File: config.mk
export PLATFORM = sky130hd
export DESIGN_NAME = mod_arith_lane
export DESIGN_NICKNAME = d
export VERILOG_FILES = /design/src/pwo_pkg.sv /design/src/mod_arith_lane.sv
export VERILOG_INCLUDE_DIRS = /design/src /design/src/src
export SDC_FILE = /design/constraint.sdc
export NUM_CORES = 2
export LEC_CHECK = 0
export ABC_AREA = 0
export ABC_CLOCK_PERIOD_IN_PS = 64500
export BUFFER_PORTS_ARGS = -buffer_cell sky130_fd_sc_hd__buf_2
export CAP_MARGIN = 20
export CORE_ASPECT_RATIO = 1.25
export CORE_MARGIN = 2
export CORE_UTILIZATION = 35
export DETAILED_ROUTE_END_ITERATION = 12
export PLACE_DENSITY = 0.48
export SYNTH_ARGS = -nofsm -noshare
export SYNTH_HDL_FRONTEND = slang
export SYNTH_SLANG_ARGS = --single-unit
File: constraint.sdc
create_clock -name clk -period 64.5 [get_ports clk]
set_clock_uncertainty 0.15 [all_clocks]
set_input_delay 0 -clock clk [delete_from_list [all_inputs] [get_ports clk]]
set_output_delay 0 -clock clk [all_outputs]
set_load 0.1 [all_outputs]
File: src/pwo_config.svh
`ifndef PWO_CONFIG_SVH
`define PWO_CONFIG_SVH

// ==============================
// Arithmetic
// ==============================

// Dilithium prime, 2^23 - 2^13 + 1
`define PWO_Q 24'd8380417

// One coefficient per lane
`define PWO_COEF_W 24

// ==============================
// Memory layout
// ==============================

// Four coefficients per memory word
`define PWO_LANES 4
`define PWO_WORD_W 96

// 64 words per memory, enough for four polynomials
`define PWO_ADDR_W 6
`define PWO_POLY_WORDS 16

`endif

File: src/pwo_pkg.sv
package pwo_pkg;

    // ==============================
    // Opcodes and selectors
    // ==============================

    // Pointwise opcodes, no NTT passes here
    typedef enum logic [1:0] {
        PWM = 2'd0,
        PWA = 2'd1,
        PWS = 2'd2
    } mode_t;

    // Target memory of a load strobe
    typedef enum logic [1:0] {
        MEM_A = 2'd0,
        MEM_B = 2'd1,
        MEM_C = 2'd2
    } mem_sel_t;

    // Controller states
    typedef enum logic [1:0] {
        IDLE  = 2'd0,
        RUN   = 2'd1,
        DRAIN = 2'd2
    } ctrl_state_t;

endpackage

File: src/mod_arith_lane.sv
`include "pwo_config.svh"

module mod_arith_lane (
    input  logic                   clk,
    input  logic                   arst_n,
    input  logic                   zeroize,
    input  logic                   in_valid,
    input  pwo_pkg::mode_t         mode,
    input  logic                   accumulate,
    input  logic [`PWO_COEF_W-1:0] a,
    input  logic [`PWO_COEF_W-1:0] b,
    input  logic [`PWO_COEF_W-1:0] c_old,
    output logic [`PWO_COEF_W-1:0] result
);

    // Stage valids
    logic s1_valid, s2_valid;
    // Raw op result, wide enough for the full product
    logic [2*`PWO_COEF_W-1:0] s1_raw;
    // Reduced result
    logic [`PWO_COEF_W-1:0] s2_red;
    // Old C delay line, follows the item down the pipe
    logic [`PWO_COEF_W-1:0] c_d1, c_d2;
    // Accumulate path
    logic [`PWO_COEF_W-1:0] c_term;
    logic [`PWO_COEF_W:0] acc_sum;
    logic [`PWO_COEF_W-1:0] acc_red;

    always_ff @(posedge clk or negedge arst_n) begin
        if (!arst_n) begin
            s1_valid <= 1'b0;
            s2_valid <= 1'b0;
        end else if (zeroize) begin
            s1_valid <= 1'b0;
            s2_valid <= 1'b0;
        end else begin
            s1_valid <= in_valid;
            s2_valid <= s1_valid;
        end
    end

    // ==============================
    // Stage 1: raw op
    // ==============================
    always_ff @(posedge clk) begin
        if (zeroize) begin
            s1_raw <= '0;
            c_d1   <= '0;
        end else if (in_valid) begin
            case (mode)
                pwo_pkg::PWM: s1_raw <= a * b;
                pwo_pkg::PWA: s1_raw <= a + b;
                // Offset by q so the difference stays non-negative
                pwo_pkg::PWS: s1_raw <= a + `PWO_Q - b;
                default:      s1_raw <= '0;
            endcase
            c_d1 <= c_old;
        end
    end

    // ==============================
    // Stage 2: reduce mod q
    // ==============================
    always_ff @(posedge clk) begin
        if (zeroize) begin
            s2_red <= '0;
            c_d2   <= '0;
        end else if (s1_valid) begin
            s2_red <= `PWO_COEF_W'(s1_raw % `PWO_Q);
            c_d2   <= c_d1;
        end
    end

    // Stage 3: optional accumulate, one conditional subtract
    assign c_term  = accumulate ? c_d2 : '0;
    assign acc_sum = {1'b0, s2_red} + {1'b0, c_term};
    assign acc_red = `PWO_COEF_W'((acc_sum >= `PWO_Q) ? acc_sum - `PWO_Q : acc_sum);

    always_ff @(posedge clk) begin
        if (zeroize) begin
            result <= '0;
        end else if (s2_valid) begin
            result <= acc_red;
        end
    end

endmodule

==> impl_metrics.json <==
{
  "dpl_worst_slack_ns": 24.96,
  "grt_pass1_wl_mm": 261,
  "die_h_um": 414,
  "wl_per_cell_um": 21.3,
  "synth_seq_area_share_pct": 6.23,
  "grt_overflow_total": 0,
  "grtUsageMet1_pct": 27.9,
  "cts_tree": "yes",
  "period_needed_ns": 40.20,
  "crit_slowest_cell": "o211ai_1",
  "antenna_found_initial": 4,
  "dieWidth_um": 332,
  "drtPass1Iterations": 5,
  "coreArea_mm2": 0.134,
  "clkLatencyLatePin_ns": 0.47,
  "async_flop_share_pct": 1.37,
  "max_freq_mhz": 24.9,
  "seqCellArea_mm2": 0.00293,
  "synthTopCellsByArea": "fa_1 (21%), ha_1 (7.3%), xnor2_1 (6.3%), dfxtp_1 (6.1%), inv_1 (5.5%)",
  "grt_pass1_vias": 45300,
  "post_cts_buffers": 0,
  "route.detailed.drc": 0,
  "synth_nets": 7003,
  "synth_edf_count": 0,
  "slowest_delay_ns": 0.94,
  "synth_cells": 6163,
  "tightest_slew_ns": 1.22,
  "fin_util_pct": 37.5,
  "start_kind": "register",
  "fill_cells": 14300,
  "area_growth_pct": 6.51,
  "syn_area_mm2": 0.0471,
  "min_period_over_period_pct": 62.3,
  "synth_cell_types": 144,
  "end_kind": "register",
  "post-dp-hpwl_mm": 133,
  "path_max_fanout": 17,
  "finalSetupTns_ns": 0,
  "multi_input_area_mm2": 0.0404,
  "grt_use_met3_pct": 1.42,
  "grt_max_degree": 78,
  "ys_ff_latch": 146,
  "dieArea_mm2": 0.138,
  "cpMostUsedCell": "o21ai_1",
  "cp.arrival_ns": 40.42,
  "clk_path_buf_depth": 2,
  "post_route_cells_drive_above_1_share_pct": 6.18,
  "cts_buffers": 17,
  "port_buffers": 102,
  "num_rows": 150,
  "status": "finished, final reports clean",
  "hold_slack_ns": 0.144,
  "yosysWarningCount": 0,
  "place.gp.congestion": 0.923,
  "layout_setup_ws_ns": 24.30,
  "slew_headroom_pct": 17.6,
  "drt_first_iter_violations": 2880,
  "track_usage_pct": 23.8,
  "finalHoldViolCount": 0,
  "cts_root_buf": "clkbuf_16",
  "busiest_layer": "met2",
  "crit_type": "reg2reg",
  "n_antenna_cell": 0,
  "yosysTopAreaCellShare_pct": 20.7,
  "start_util_pct": 35.2,
  "setup_viol": 0,
  "vias": 44800,
  "syn_area_per_cell_um2": 7.64,
  "cp_data_required_time_ns": 64.72,
  "synth_largest_area_cell": "fa_1",
  "cap_violations": 0,
  "cts.clk_slew.worst_paths_ns": 0.08,
  "htreeDepth": 4,
  "worstHoldPathType": "in2reg",
  "rsz0062_at_grt": "no",
  "vias_per_cell": 5.70,
  "ios": 103,
  "postRouteAntennaNets": 0,
  "grt_use_met2_pct": 45.7,
  "clock_sinks": 146,
  "final_nets": 6946,
  "slew_violations": 0,
  "synth_ff_type": "dfxtp_1",
  "wirelength_mm": 168
}
==> synth_stat cells, types with 20 or more instances <==
cell type    n
nor3b_1     26
nor2_1     517
xnor2_1    337
or4_1       38
a2111oi_0   25
o21bai_1    79
nor2b_1     44
fa_1       486
a31oi_1     52
o21ai_1     44
mux2i_1    103
or3_1       77
nand3_1    123
nand2b_1    65
o21a_1      28
nand4_1     57
nor4_1      81
o21ai_0    181
o221ai_1    34
dfxtp_1    144
o22ai_1     20
a21o_1      53
buf_2       34
and3_1      61
and2_1     238
o211ai_1    49
nor3_1     149
a21oi_1    299
clkbuf_1   220
mux2_2      22
nand2_1    651
xor2_1     131
or2_2       39
a211oi_1    89
ha_1       275
o2111ai_1   20
o31ai_1     34
inv_1      696
==> worst paths after layout <==
kind / startpoint / to / slack [ns] / cells after the start
min reg2reg: s2_red[23]$_SDFFE_PP0P_ / s2_red[23]$_SDFFE_PP0P_ / 0.33 / 2
min in group asynchronous: arst_n / s2_valid$_DFF_PN0_ / 0.26 / 3
max reg2reg: s1_raw[42]$_SDFFE_PP0P_ / s2_red[7]$_SDFFE_PP0P_ / 24.30 / 98
min: mode[0] / s1_raw[2]$_SDFFE_PP0P_ / 0.14 / 4
max: s1_raw[42]$_SDFFE_PP0P_ / s2_red[7]$_SDFFE_PP0P_ / 24.30 / 98
max in group asynchronous: arst_n / s1_valid$_DFF_PN0_ / 63.80 / 3
==> final cells by class <==
cell class / instances / area share [%]
multi-input cells: 5042 / 80.6
flip-flops and latches: 146 / 5.85
inverters: 699 / 5.23
well taps: 1748 / 4.36
repair buffers: 200 / 2.75
clock buffers: 18 / 0.856
clock inverters: 14 / 0.342
==> layer usage <==
metal	share of wire (%)	wire length, um	vias to the layer above
li1	-	-	21300
met1	40	67900	22200
met2	53	89500	1125
met3	2.9	4940	266
met4	3.3	5510	2
met5	0.0077	13	-
==> layout by cell type, fill, tap and decap left out, drive strengths merged, types with 24 or more instances in the layout <==
| master | count |
|---|---|
| a2111oi | 35 |
| a211oi | 97 |
| a21o | 54 |
| a21oi | 308 |
| a31oi | 54 |
| and2 | 240 |
| and3 | 61 |
| buf | 149 |
| dfxtp | 144 |
| dlygate4sd3 | 51 |
| fa | 486 |
| ha | 275 |
| inv | 703 |
| mux2 | 29 |
| mux2i | 104 |
| nand2 | 653 |
| nand2b | 65 |
| nand3 | 125 |
| nand4 | 59 |
| nor2 | 518 |
| nor2b | 45 |
| nor3 | 161 |
| nor3b | 27 |
| nor4 | 95 |
| o211ai | 49 |
| o21a | 29 |
| o21ai | 229 |
| o21bai | 79 |
| o221ai | 36 |
| o311ai | 24 |
| o31ai | 38 |
| or2 | 54 |
| or3 | 78 |
| or4 | 42 |
| xnor2 | 339 |
| xor2 | 132 |
==> registers in the layout, summed over array words and instances, names as in the netlist <==
signal and count:
s1_raw 48, c_d1 24, c_d2 24, result 24, s2_red 24, s1_valid 1
s2_valid 1
==> kinds of logic (layout without fill, tap and decap cells) <==
group	count (synthesis)	count (layout)	synth area share [%]
AND/OR/NAND/NOR	2315	2315	25.2
AO/OA/AOI/OAI	1350	1350	20.7
buffers and inverters	975	931	7.94
adder cells (fa/ha/maj)	773	773	28.2
XOR/XNOR	471	471	8.81
flip-flops	146	146	6.23
multiplexers	133	133	2.93
==> worst max-delay path, delay by kind of cell, from the launching register on <==
kind | cells | cell delay, ns
buffers and inverters | 1 | 0.06
muxes | 5 | 1.74
xor gates and xnor gates | 4 | 1.13
AOI/OAI and AO/OA | 56 | 23.75
DFF | 1 | 0.44
and+or+nand+nor | 31 | 12.43
adders and majority gates | 1 | 0.31
==> what timing repair did <==
| item | CTS | global route |
|---|---|---|
| hold buffers | 51 | 0 |
| hold endpoints to repair | 64 | 0 |
| resized for setup | 0 | 0 |
==> metrics by stage <==
| stage | instance area [um^2] | instances |
|---|---|---|
| 3_3_place_gp | 49000 | 7783 |
| 3_5_place_dp | 49100 | 7784 |
| 2_1_floorplan | 47100 | 6163 |
| 5_1_grt | 50200 | 7867 |
| 4_1_cts | 50200 | 7867 |
| 6_report | 50200 | 7867 |
Power is not shown: default switching activity piles up to over one toggle a cycle in this logic, so the estimate is an artifact.
