**config.mk**
```make
export PLATFORM = sky130hd
export DESIGN_NAME = pwo_ctrl
export DESIGN_NICKNAME = d
export VERILOG_FILES = /design/src/pwo_pkg.sv /design/src/pwo_ctrl.sv
export VERILOG_INCLUDE_DIRS = /design/src /design/src/src
export SDC_FILE = /design/constraint.sdc
export NUM_CORES = 1
export LEC_CHECK = 0
export BUFFER_PORTS_ARGS = -buffer_cell sky130_fd_sc_hd__buf_4
export CORE_UTILIZATION = 30
export CTS_BUF_LIST = sky130_fd_sc_hd__clkbuf_2 sky130_fd_sc_hd__clkbuf_4 sky130_fd_sc_hd__clkbuf_8
export DETAILED_ROUTE_END_ITERATION = 12
export HOLD_SLACK_MARGIN = 0.15
export SLEW_MARGIN = 20
export SYNTH_ARGS = -nofsm -noshare
export SYNTH_HDL_FRONTEND = slang
export SYNTH_SLANG_ARGS = --single-unit
```
**constraint.sdc**
```tcl
create_clock -name clk -period 2.36 [get_ports clk]
set_input_delay 0.118 -clock clk [delete_from_list [all_inputs] [get_ports clk]]
set_output_delay 0.118 -clock clk [all_outputs]
set_load 0.03 [all_outputs]
```
**src/pwo_config.svh**
```systemverilog
`ifndef PWO_CONFIG_SVH
`define PWO_CONFIG_SVH

// ==============================
// Arithmetic
// ==============================

// Dilithium prime, 2^23 - 2^13 + 1
`define PWO_Q 24'd8380417

// One coefficient per lane
`define PWO_COEF_W 24

// ==============================
// Memory layout
// ==============================

// Four coefficients per memory word
`define PWO_LANES 4
`define PWO_WORD_W 96

// 64 words per memory, enough for four polynomials
`define PWO_ADDR_W 6
`define PWO_POLY_WORDS 16

`endif

```
**src/pwo_pkg.sv**
```systemverilog
package pwo_pkg;

    // ==============================
    // Opcodes and selectors
    // ==============================

    // Pointwise opcodes, no NTT passes here
    typedef enum logic [1:0] {
        PWM = 2'd0,
        PWA = 2'd1,
        PWS = 2'd2
    } mode_t;

    // Target memory of a load strobe
    typedef enum logic [1:0] {
        MEM_A = 2'd0,
        MEM_B = 2'd1,
        MEM_C = 2'd2
    } mem_sel_t;

    // Controller states
    typedef enum logic [1:0] {
        IDLE  = 2'd0,
        RUN   = 2'd1,
        DRAIN = 2'd2
    } ctrl_state_t;

endpackage

```
**src/pwo_ctrl.sv**
```systemverilog
`include "pwo_config.svh"

module pwo_ctrl (
    input  logic                   clk,
    input  logic                   arst_n,
    input  logic                   zeroize,
    input  logic                   start,
    input  logic                   sampler_mode,
    input  logic                   sampler_valid,
    input  logic [`PWO_ADDR_W-1:0] base_a,
    input  logic [`PWO_ADDR_W-1:0] base_b,
    input  logic [`PWO_ADDR_W-1:0] base_c,
    output logic                   rd_en,
    output logic [`PWO_ADDR_W-1:0] rd_addr_a,
    output logic [`PWO_ADDR_W-1:0] rd_addr_b,
    output logic [`PWO_ADDR_W-1:0] rd_addr_c,
    output logic                   lane_valid,
    output logic                   wr_en,
    output logic [`PWO_ADDR_W-1:0] wr_addr,
    output logic                   busy,
    output logic                   done
);

    pwo_pkg::ctrl_state_t state;
    // Sampler mode as latched at start
    logic samp_q;
    logic [`PWO_ADDR_W-1:0] base_a_q, base_b_q, base_c_q;
    // Word index of the next read
    logic [`PWO_ADDR_W-1:0] issue_cnt;
    logic last_issue;
    // In-flight tracking, bit 0 is read data, bit 3 is the C write
    logic [3:0] v_pipe;
    logic [`PWO_ADDR_W-1:0] addr_pipe [4];

    // ==============================
    // Read issue
    // ==============================

    // Memory mode reads every RUN cycle, sampler mode only on a strobe
    assign rd_en      = (state == pwo_pkg::RUN) && (!samp_q || sampler_valid);
    assign last_issue = (issue_cnt == `PWO_ADDR_W'(`PWO_POLY_WORDS - 1));

    // Addresses wrap at the memory depth
    assign rd_addr_a = base_a_q + issue_cnt;
    assign rd_addr_b = base_b_q + issue_cnt;
    assign rd_addr_c = base_c_q + issue_cnt;

    assign lane_valid = v_pipe[0];
    assign wr_en      = v_pipe[3];
    assign wr_addr    = addr_pipe[3];
    assign busy       = (state != pwo_pkg::IDLE);

    // ==============================
    // FSM
    // ==============================
    always_ff @(posedge clk or negedge arst_n) begin
        if (!arst_n) begin
            state     <= pwo_pkg::IDLE;
            issue_cnt <= '0;
            samp_q    <= 1'b0;
            done      <= 1'b0;
        end else if (zeroize) begin
            // Abort without done
            state     <= pwo_pkg::IDLE;
            issue_cnt <= '0;
            samp_q    <= 1'b0;
            done      <= 1'b0;
        end else begin
            done <= 1'b0;
            case (state)
                pwo_pkg::IDLE: begin
                    if (start) begin
                        state     <= pwo_pkg::RUN;
                        issue_cnt <= '0;
                        samp_q    <= sampler_mode;
                    end
                end
                pwo_pkg::RUN: begin
                    if (rd_en) begin
                        issue_cnt <= issue_cnt + 1'b1;
                        if (last_issue) begin
                            state <= pwo_pkg::DRAIN;
                        end
                    end
                end
                pwo_pkg::DRAIN: begin
                    // Last write is in this cycle once the upper stages are empty
                    if (v_pipe[2:0] == 3'b000) begin
                        state <= pwo_pkg::IDLE;
                        done  <= 1'b1;
                    end
                end
                default: state <= pwo_pkg::IDLE;
            endcase
        end
    end

    // Bases held for the whole operation
    always_ff @(posedge clk) begin
        if (!busy && start) begin
            base_a_q <= base_a;
            base_b_q <= base_b;
            base_c_q <= base_c;
        end
    end

    // Valid line matches 1 memory cycle plus 3 lane stages
    always_ff @(posedge clk or negedge arst_n) begin
        if (!arst_n) begin
            v_pipe <= '0;
        end else if (zeroize) begin
            v_pipe <= '0;
        end else begin
            v_pipe <= {v_pipe[2:0], rd_en};
        end
    end

    // C address rides alongside, becomes the write address
    always_ff @(posedge clk) begin
        addr_pipe[0] <= rd_addr_c;
        for (int k = 1; k < 4; k++) begin
            addr_pipe[k] <= addr_pipe[k-1];
        end
    end

endmodule

```
==> key figures, run 1 <==
Synthesis
  • Post-synth top area share: 24.6%
  • Simple-gate area share of the yosys netlist: 9.06%
  • Ys Warns: 0
  • Synth Area in XOR/XNOR: 6.39%
  • Multiplexer share of the synthesized area: 0%
  • Asr flop ratio synth: 25.0%
  • Synth area leader: edfxtp_1
  • Largest family of logic cells by synthesized area: adder cells
  • Count of different cell masters after synthesis: 33
  • Synth top area cells: edfxtp_1 (25%), dfxtp_1 (22%), dfrtp_1 (16%), ha_1 (9.1%), xnor2_1 (3.6%)
  • Count leader, synth: dfxtp_1
  • Flops & latches, synth: 56
  • Post-Synth Adder-Cell Area: 11.9%
  • Syn Inst Count: 169
  • Dominant synthesized flop cell: dfxtp_1
  • Sequential share of the synthesized area: 62.5%
  • Post-synth top cells: dfxtp_1 (24), edfxtp_1 (18), ha_1 (16)
  • Post-synth EDFFs: 18
  • Syn Nets: 212
  • Syn Area/Cell: 13.0 µm²
  • Cell Area, Synth: 2190 µm²
  • Post-synthesis compound-gate area fraction: 8.44%

STA
  • Max Slew Vio Count: 0
  • Final TNS setup: 0 ns
  • Worst Tran Pin Value: 0.421 ns
  • Fin crit period: 2.27 ns
  • Relative slew slack: 71.2%
  • RSZ-0062 raised after global routing: true
  • F_max: 440 MHz
  • Final setup vio count: 0
  • Fin crit share: 96.3%
  • Hold Violations, Final: 0
  • Layout Skew: 0.00394 ns

Setup path
  • Crit-path max FO: 8
  • WP data required: 2.24 ns
  • Slowest cell delay on critical path: 0.48 ns
  • Critical Path End Type: output port
  • R2R cell count: 5
  • CP max-delay cell: dfrtp_2
  • CP Launch Type: flip-flop
  • Crit Path Category: reg -> out
  • Critical path arrival: 2.15 ns
  • CP cell instances: ha_1, fa_1, a21o_1, a21oi_1, xnor2_1, buf_4

Global route
  • Initial antenna violation count: 0
  • Met3 Resource Use GR: 3.49%
  • M1 GR Usage: 14.1%
  • Gr ovfl total: 0
  • Vias in the first global route: 1,531
  • Met2 usage: 21.4%
  • All-Layer GR Usage: 12.2%
  • GRT Max-Usage Layer: met2
  • First-pass GRT wire length: 6930 µm
  • Largest net degree at the start of global routing: 21

Clocking
  • Longest Clk Path Bufs: 2
  • CTS buffer count: 5
  • Num Clock Sinks: 56
  • Root buf cell: clkbuf_8
  • Worst-skew pair later-pin latency: 0.31 ns
  • Setup bufs post-CTS: 0
  • Clock-pin slew on the worst setup and hold paths: 0.10 ns
  • TritonCTS clock tree: yes
  • CTS HTree Levels: 2

Detailed routing
  • Via density: 4.32
  • Wirelength, routed: 4040 µm
  • Final ANT Viol Nets: 0
  • Vias: 1,493
  • WL/cell: 11.7 µm
  • Drt drc: 0
  • First-pass DRT Iterations: 4
  • Initial DRC count: 53

Flow run
  • Max_cap viols: 0

Layout
  • Final Core Density: 43.6%
  • Fin nets: 292
  • Area Overhead vs Synth: 37.9%
  • # fillers: 658
  • Antenna diodes: 0
  • Share of layout cells above drive strength 1: 26.8%

Floorplanning
  • FP Rows: 30
  • Die Wd: 87.5 µm
  • Die Height: 87.5 µm
  • Core ar.: 6940 µm²
  • Die area: 7660 µm²
  • Top Ports: 53
  • Initial core utilization: 31.6%

Pwr
  • Lkg Pwr: 1.35 nW
  • PwrDens: 642 nW/µm²
  • Overall Power: 0.00194 W
  • Worst IR Drop VDD: 277 µV

Hold path
  • HP Class: in -> reg
  • Worst Hold Path Cells: 4

Placement
  • Buffers on Ports: 52
  • HPWL Detailed: 2910 µm
  • Gpl congestion: 0.690

Status
  • Status: finished, final reports clean
## kinds of logic (layout without fill, tap and decap cells)
group,count (synthesis),in the layout
flip-flops,56,56
AND/OR/NAND/NOR,39,39
AO/OA/AOI/OAI,29,29
adder cells (fa/ha/maj),19,19
XOR/XNOR,16,16
buffers and inverters,10,91
## state kept, by name, indices dropped and copies added, names as in the netlist
name and flops:
addr_pipe 24, base_a_q 6, base_b_q 6, base_c_q 6, issue_cnt 6, v_pipe 4
state 2, done 1, samp_q 1
## worst max-delay path, delay by kind of cell (launching register included)
family                     cells  cell delay [ns]
buffers and inverters          1             0.19
adders and majority gates      2             0.64
DFF                            1             0.48
AOI/OAI and AO/OA              2             0.37
xor gates and xnor gates       1             0.16
## final timing paths
check | endpoint | startpoint | slack (ns)
max | rd_addr_c[4] | issue_cnt[0] | 0.09
min | state[0] | sampler_valid | 0.17
max reg2reg | addr_pipe[0][4] | issue_cnt[0] | 0.63
min reg2reg | addr_pipe[1][1] | addr_pipe[0][1] | 0.33
max in group asynchronous | issue_cnt[0] | arst_n | 1.99
min in group asynchronous | v_pipe[3] | arst_n | 0.18
## metal layers
layer	up-vias	part of all wire, %
met5	-	0
met4	0	1.7
li1	749	-
met1	701	45
met3	4	4.3
met2	39	49
## layout by cell type, fill, tap and decap left out, types with 2 or more instances in the layout
cell / Yosys / final
buf_4: 0 / 53
dfxtp_1: 24 / 24
dlygate4sd3_1: 0 / 22
edfxtp_1: 18 / 18
ha_1: 16 / 16
dfrtp_1: 14 / 12
nand2_1: 11 / 11
a21oi_1: 10 / 10
xnor2_1: 9 / 9
nor2_1: 9 / 9
inv_1: 8 / 8
xor2_1: 7 / 7
nor2b_1: 6 / 6
clkbuf_8: 0 / 5
o211ai_1: 4 / 4
or3_1: 4 / 4
o21ai_0: 4 / 4
a21o_1: 3 / 3
fa_1: 3 / 3
nand3_1: 2 / 2
a21boi_1: 2 / 2
dfrtp_2: 0 / 2
## through the flow
stage	std cells	instance area (µm²)	hold WS [ns]	setup WS, ns
after floorplan	169	2200	-0.178	0.458
final	346	3030	0.168	0.0881
after global placement	316	2710	-0.0224	0.397
after global routing	346	3030	0.213	-0.0206
after detailed placement	316	2710	-0.0162	0.400
after CTS	346	3020	0.168	0.0193
## final cells by class
type                            count  area (µm²)  share of cell area (%)
Timing Repair Buffer               75         618                    20.4
Clock buffer                        5        68.8                    2.27
Multi-Input combinational cell    103         790                    26.1
Inverter                            8        30.0                   0.992
Tap cell                           96         120                    3.97
Clock inverter                      3        26.3                   0.868
Sequential cell                    56        1370                    45.4
## repair_timing
| action | 4_1_cts | 5_1_grt |
|---|---|---|
| endpoints found under the hold margin | 37 | 0 |
| hold buffers | 22 | 0 |
| setup endpoints to repair | 0 | 5 |
| gates resized for setup | 0 | 2 |
## power by group
part | switching (W) | total, W | internal [W]
Clock | 0.000324 | 0.000543 | 0.000219
Combinational | 0.000173 | 0.000313 | 0.000140
Sequential | 0.0000238 | 0.00109 | 0.00106
No activity file was read; power rests on OpenSTA's default activity.
==> inputs of run 2 (changes only) <==
- BUFFER_PORTS_ARGS: -buffer_cell sky130_fd_sc_hd__buf_4 -> -buffer_cell sky130_fd_sc_hd__buf_2
==> run 2 against run 1 <==
Sequential share of layout area up 1.4 points. Die area unchanged. First-iteration DRC count fell by 21%. Flip-flop and latch count stayed put. Utilization is 1.3 points lower. Clock skew up 0.0051 ns. Routed wire length grew 1.4%. Clock-buffer cell count unchanged. Combinational power shrank 9.6%. Cell area is 2.9% lower. Critical endpoint is now rd_addr_a[4].
==> key figures, run 2 (synthesized netlist as in run 1, its figures left out) <==
Status
  • Status: finished, final reports clean

Pwr
  • Worst IR Drop VDD: 230 µV (-17%)
  • Lkg Pwr: 1.33 nW (-1.8%)
  • PwrDens: 655 nW/µm² (+2.1%)

Detailed routing
  • WL/cell: 11.7 µm (+0.51%)
  • Drt drc: 0 (unchanged)
  • Via density: 4.24 (-1.7%)
  • Wirelength, routed: 4100 µm (+1.4%)
  • Vias: 1,481 (-0.80%)
  • First-pass DRT Iterations: 2 (-2)
  • Initial DRC count: 42 (-21%)
  • Final ANT Viol Nets: 0 (unchanged)

Placement
  • Pre-CTS setup slack: 0.324 ns (-0.0763 ns)
  • HPWL Detailed: 2910 µm (about the same)
  • Placed Instance Area: 2580 µm² (-4.8%)
  • Buffers on Ports: 52 (unchanged)
  • Gpl congestion: 0.704 (+2.0%)

STA
  • F_max: 440 MHz (about the same)
  • Relative slew slack: 75.3% (+4.1 points)
  • Hold Violations, Final: 0 (unchanged)
  • Fin crit share: 96.3% (about the same)
  • Final TNS setup: 0 ns (unchanged)
  • Final setup vio count: 0 (unchanged)
  • Setup WS post-layout: 0.0874 ns (-0.000683 ns)
  • RSZ-0062 raised after global routing: false
  • Layout Skew: 0.00901 ns (+0.00507 ns)
  • Fin crit period: 2.27 ns (+0.000683 ns)
  • Max Slew Vio Count: 0 (unchanged)
  • Worst Tran Pin Value: 0.371 ns (-0.0501 ns)

Setup path
  • Critical path arrival: 2.15 ns (about the same)
  • Slowest cell delay on critical path: 0.47 ns (about the same)
  • WP data required: 2.24 ns (about the same)
  • CP bufs+invs: 1 (unchanged)
  • CP top delay family: adder cells
  • Crit Path Category: reg -> out
  • CP max-delay cell: dfrtp_2
  • CP Launch Type: flip-flop
  • CP cell instances: ha_1, fa_1, a21o_1, a21oi_1, xnor2_1, buf_2
  • Critical Path End Type: output port
  • Crit-path max FO: 5 (-3)

Layout
  • Max reg flops: 24 (unchanged)
  • Share of layout cells above drive strength 1: 27.7% (+0.87 points)
  • Most frequent cells in the layout: buf_2 (50), dfxtp_1 (24), dlygate4sd3_1 (24)
  • Antenna diodes: 0 (unchanged)
  • Area Overhead vs Synth: 33.9%
  • Post-route cell area: 2940 µm² (-2.9%)
  • Final Core Density: 42.3% (-1.3 points)
  • # fillers: 668 (+1.5%)
  • Fin nets: 295 (+1.0%)
  • Multi-input logic area: 796 µm² (+0.79%)
  • Reg area: 1370 µm² (unchanged)
  • Most common cell after layout, fill and taps aside: buf_2
  • Top reg by flops: addr_pipe

Clocking
  • Root buf cell: clkbuf_8
  • CTS HTree Levels: 2 (unchanged)
  • CTS buffer count: 5 (unchanged)
  • Num Clock Sinks: 56 (unchanged)
  • Worst-skew pair later-pin latency: 0.31 ns (about the same)
  • Longest Clk Path Bufs: 2 (unchanged)
  • TritonCTS clock tree: yes
  • Clock-pin slew on the worst setup and hold paths: 0.11 ns (about the same)

Global route
  • Largest net degree at the start of global routing: 21 (unchanged)
  • Gr ovfl total: 0 (unchanged)
  • Initial antenna violation count: 0 (unchanged)
  • All-Layer GR Usage: 11.7% (-0.45 points)
  • Vias in the first global route: 1,458 (-4.8%)
  • First-pass GRT wire length: 6730 µm (-2.9%)

Floorplanning
  • Die area: 7660 µm² (unchanged)
  • FP Rows: 30 (unchanged)
  • Core ar.: 6940 µm² (unchanged)
  • Initial core utilization: 31.6% (unchanged)
  • Die Wd: 87.5 µm (unchanged)
  • Die Height: 87.5 µm (unchanged)
  • Top Ports: 53 (unchanged)

Hold path
  • HP Class: in -> async

Flow run
  • Max_cap viols: 0 (unchanged)
[run 2: through the flow]
step	total power, W	instances	hold slack, ns
after global routing	0.00202	349	0.254
after global placement	0.00136	316	0.0295
after detailed placement	0.00136	316	0.0360
after floorplan	0.00128	169	-0.178
final	0.00192	349	0.223
after CTS	0.00195	348	0.227
[run 2: routing by layer]
metal	up-vias	part of all wire, %	track usage (%)
li1	751	-	-
met1	690	45	14.3
met2	36	49	20.2
met3	4	4.3	3.30
met4	0	1.0	3.58
met5	-	0	0
[run 2: worst reg2reg max path, cell delays in order, from the launching register on]
cell and delay (ns):
dfrtp_2 0.53, ha_1 0.22, nand3_1 0.11, or3_1 0.36
nor2_1 0.09, a2111oi_0 0.06, dlygate4sd3_1 0.56
[run 2: path summary, 6_finish.rpt]
check,start,to,slack [ns],cells past startpoint
max,issue_cnt[0],rd_addr_a[4],0.09,6
min,arst_n,issue_cnt[1],0.22,2
max reg2reg,issue_cnt[1],state[0],0.31,6
min reg2reg,addr_pipe[2][4],addr_pipe[3][4],0.33,0
max in group asynchronous,arst_n,issue_cnt[0],1.88,2
min in group clk,sampler_valid,issue_cnt[0],0.29,5
[run 2: final cells by class]
type                       instances  share of cell area, %
clock buffer                       5                   2.34
clock inverter                     3                  0.980
inverter                           8                   1.02
multi-input combinational        103                   27.1
sequential                        56                   46.8
tap                               96                   4.09
timing repair buffer              78                   17.7
[run 2: power by group]
group          switching [W]  total (W)  internal (W)
registers          0.0000225    0.00109       0.00106
clock network       0.000331   0.000556      0.000225
logic               0.000172   0.000283      0.000111
total               0.000526    0.00192       0.00140
[run 2: what timing repair did]
action / CTS / global route
endpoints found under the setup margin: 2 / 7
setup buffers: 0 / 1
hold buffers: 24 / 0
endpoints found under the hold margin: 37 / 0
pin swaps: 0 / 1
gates resized for setup: 1 / 7
==> inputs of run 3 (changes only) <==
--- a/constraint.sdc
+++ b/constraint.sdc
@@ -3,2 +3,2 @@
 set_output_delay 0.118 -clock clk [all_outputs]
-set_load 0.03 [all_outputs]
+set_load 0.1 [all_outputs]
==> run 3 against run 2 <==
Cell count is 0.29% higher. Die area stayed put. Largest cell class unchanged. Cell area is 7.3% higher. Sequential power hardly changed. Flip-flop and latch count stayed put. Hold slack better by 0.0071 ns. Utilization is 3.1 points higher. Critical endpoint unchanged. Register-to-register slack worse by 0.07 ns. Largest power group unchanged.
==> key figures, run 3 (synthesized netlist as in run 1, its figures left out) <==
Layout
  • Max reg flops: 24 (unchanged)
  • Antenna diodes: 0 (unchanged)
  • Share of layout cells above drive strength 1: 34.3% (+6.6 points)
  • Most common cell after layout, fill and taps aside: buf_2
  • Top reg by flops: addr_pipe
  • Area Overhead vs Synth: 43.7%
  • Most frequent cells in the layout: buf_2 (43), dfxtp_1 (24), dlygate4sd3_1 (24)
  • Fin nets: 296 (+0.34%)

Detailed routing
  • Initial DRC count: 31 (-26%)
  • Final ANT Viol Nets: 0 (unchanged)
  • First-pass DRT Iterations: 4 (+2)
  • Vias: 1,489 (+0.54%)
  • Wirelength, routed: 4210 µm (+2.8%)
  • Drt drc: 0 (unchanged)
  • WL/cell: 12.0 µm (+2.5%)
  • Via density: 4.25 (+0.25%)

Global route
  • First-pass GRT wire length: 7000 µm (+3.9%)
  • Met3 Resource Use GR: 4.52% (+1.2 points)
  • M1 GR Usage: 14.4% (+0.10 points)
  • Vias in the first global route: 1,505 (+3.2%)
  • Initial antenna violation count: 0 (unchanged)
  • GRT Max-Usage Layer: met2
  • Gr ovfl total: 0 (unchanged)
  • Largest net degree at the start of global routing: 16 (-24%)
  • All-Layer GR Usage: 12.4% (+0.69 points)
  • Met2 usage: 21.9% (+1.6 points)

Status
  • Status: finished, final reports clean

Pwr
  • Overall Power: 0.00219 W (+14%)
  • PwrDens: 694 nW/µm² (+6.0%)
  • Worst IR Drop VDD: 241 µV (+5.1%)
  • Lkg Pwr: 1.43 nW (+8.0%)

Setup path
  • Critical path arrival: 2.13 ns (-0.02 ns)
  • R2R cell count: 7 (+1)
  • Crit Path Category: reg -> out
  • Critical Path End Type: output port
  • Crit-path max FO: 7 (+2)
  • CP Launch Type: flip-flop
  • WP data required: 2.24 ns (about the same)

STA
  • Relative slew slack: 67.0% (-8.3 points)
  • Fin crit period: 2.25 ns (-0.0209 ns)
  • Final setup vio count: 0 (unchanged)
  • Max Slew Vio Count: 0 (unchanged)
  • Final TNS setup: 0 ns (unchanged)
  • Worst Tran Pin Value: 0.498 ns (+0.127 ns)
  • Fin crit share: 95.4% (-0.89 points)
  • Hold Violations, Final: 0 (unchanged)
  • F_max: 444 MHz (+0.93%)
  • Layout Skew: 0.00718 ns (-0.00183 ns)
  • RSZ-0062 raised after global routing: false

Floorplanning
  • Die Height: 87.5 µm (unchanged)
  • Top Ports: 53 (unchanged)
  • Initial core utilization: 31.6% (unchanged)
  • Die Wd: 87.5 µm (unchanged)
  • Core ar.: 6940 µm² (unchanged)
  • FP Rows: 30 (unchanged)
  • Die area: 7660 µm² (unchanged)

Hold path
  • HP Class: in -> async

Clocking
  • Num Clock Sinks: 56 (unchanged)
  • Root buf cell: clkbuf_8
  • CTS buffer count: 5 (unchanged)
  • CTS HTree Levels: 2 (unchanged)
  • TritonCTS clock tree: yes
  • Longest Clk Path Bufs: 2 (unchanged)
  • Worst-skew pair later-pin latency: 0.30 ns (about the same)
  • Clock-pin slew on the worst setup and hold paths: 0.09 ns (-0.02 ns)

Placement
  • Gpl congestion: 0.727 (+3.3%)
  • HPWL Detailed: 3040 µm (+4.3%)
  • Buffers on Ports: 52 (unchanged)

Flow run
  • Max_cap viols: 0 (unchanged)
run 3: final cells by class:
class	count	area, µm²
Timing Repair Buffer	79	633
Clock buffer	8	97.6
Fill cell	650	3790
Tap cell	96	120
Sequential cell	56	1370
Inverter	8	30.0
Multi-Input combinational cell	103	898
run 3: path summary, 6_finish.rpt:
kind                       slack, ns         endpoint            start
setup / recovery                0.11     rd_addr_a[4]     issue_cnt[0]
hold / removal                  0.23        v_pipe[3]           arst_n
setup reg to reg                0.24         state[0]     issue_cnt[0]
hold reg to reg                 0.33  addr_pipe[3][2]  addr_pipe[2][2]
max in group asynchronous       1.87     issue_cnt[0]           arst_n
min in group clk                0.30     issue_cnt[0]    sampler_valid
run 3: stage by stage:
| stage | area (µm²) | setup slack, ns | util (%) | hold WS, ns | cells |
|---|---|---|---|---|---|
| 6_report | 3150 | 0.108 | 45.4 | 0.230 | 350 |
| 3_5_place_dp | 2780 | 0.259 | 40.1 | 0.0338 | 317 |
| 2_1_floorplan | 2290 | 0.0576 | - | -0.178 | 169 |
| 4_1_cts | 3140 | 0.00228 | 45.2 | 0.233 | 349 |
| 3_3_place_gp | 2780 | 0.291 | 40.1 | 0.0309 | 317 |
| 5_1_grt | 3150 | 0.00409 | 45.4 | 0.254 | 350 |
run 3: critical path, cell delays in order (launching register included):
cell and delay, ns:
dfrtp_2 0.47, ha_1 0.23, fa_2 0.37, a21o_1 0.20, a21oi_2 0.18, xnor2_2 0.16, buf_12 0.21
run 3: metal layers:
| layer | routed length [µm] | share of wire, % |
|---|---|---|
| met1 | 1820 | 43 |
| met2 | 2160 | 51 |
| met3 | 205 | 4.9 |
| met4 | 30 | 0.71 |
| met5 | 0 | 0 |
run 3: where the power goes:
group          leakage [nW]  switching [W]  total (W)  internal (W)
Clock                0.0523       0.000278   0.000541      0.000263
Combinational         0.819       0.000416   0.000561      0.000146
Sequential            0.562      0.0000232    0.00109       0.00106
Total                  1.43       0.000717    0.00219       0.00147
run 3: repair_timing:
item / in CTS / in global routing
endpoints found under the setup margin: 5 / 8
hold endpoints to repair: 37 / 0
setup buffers: 0 / 1
resized for setup: 6 / 4
hold buffers: 24 / 0
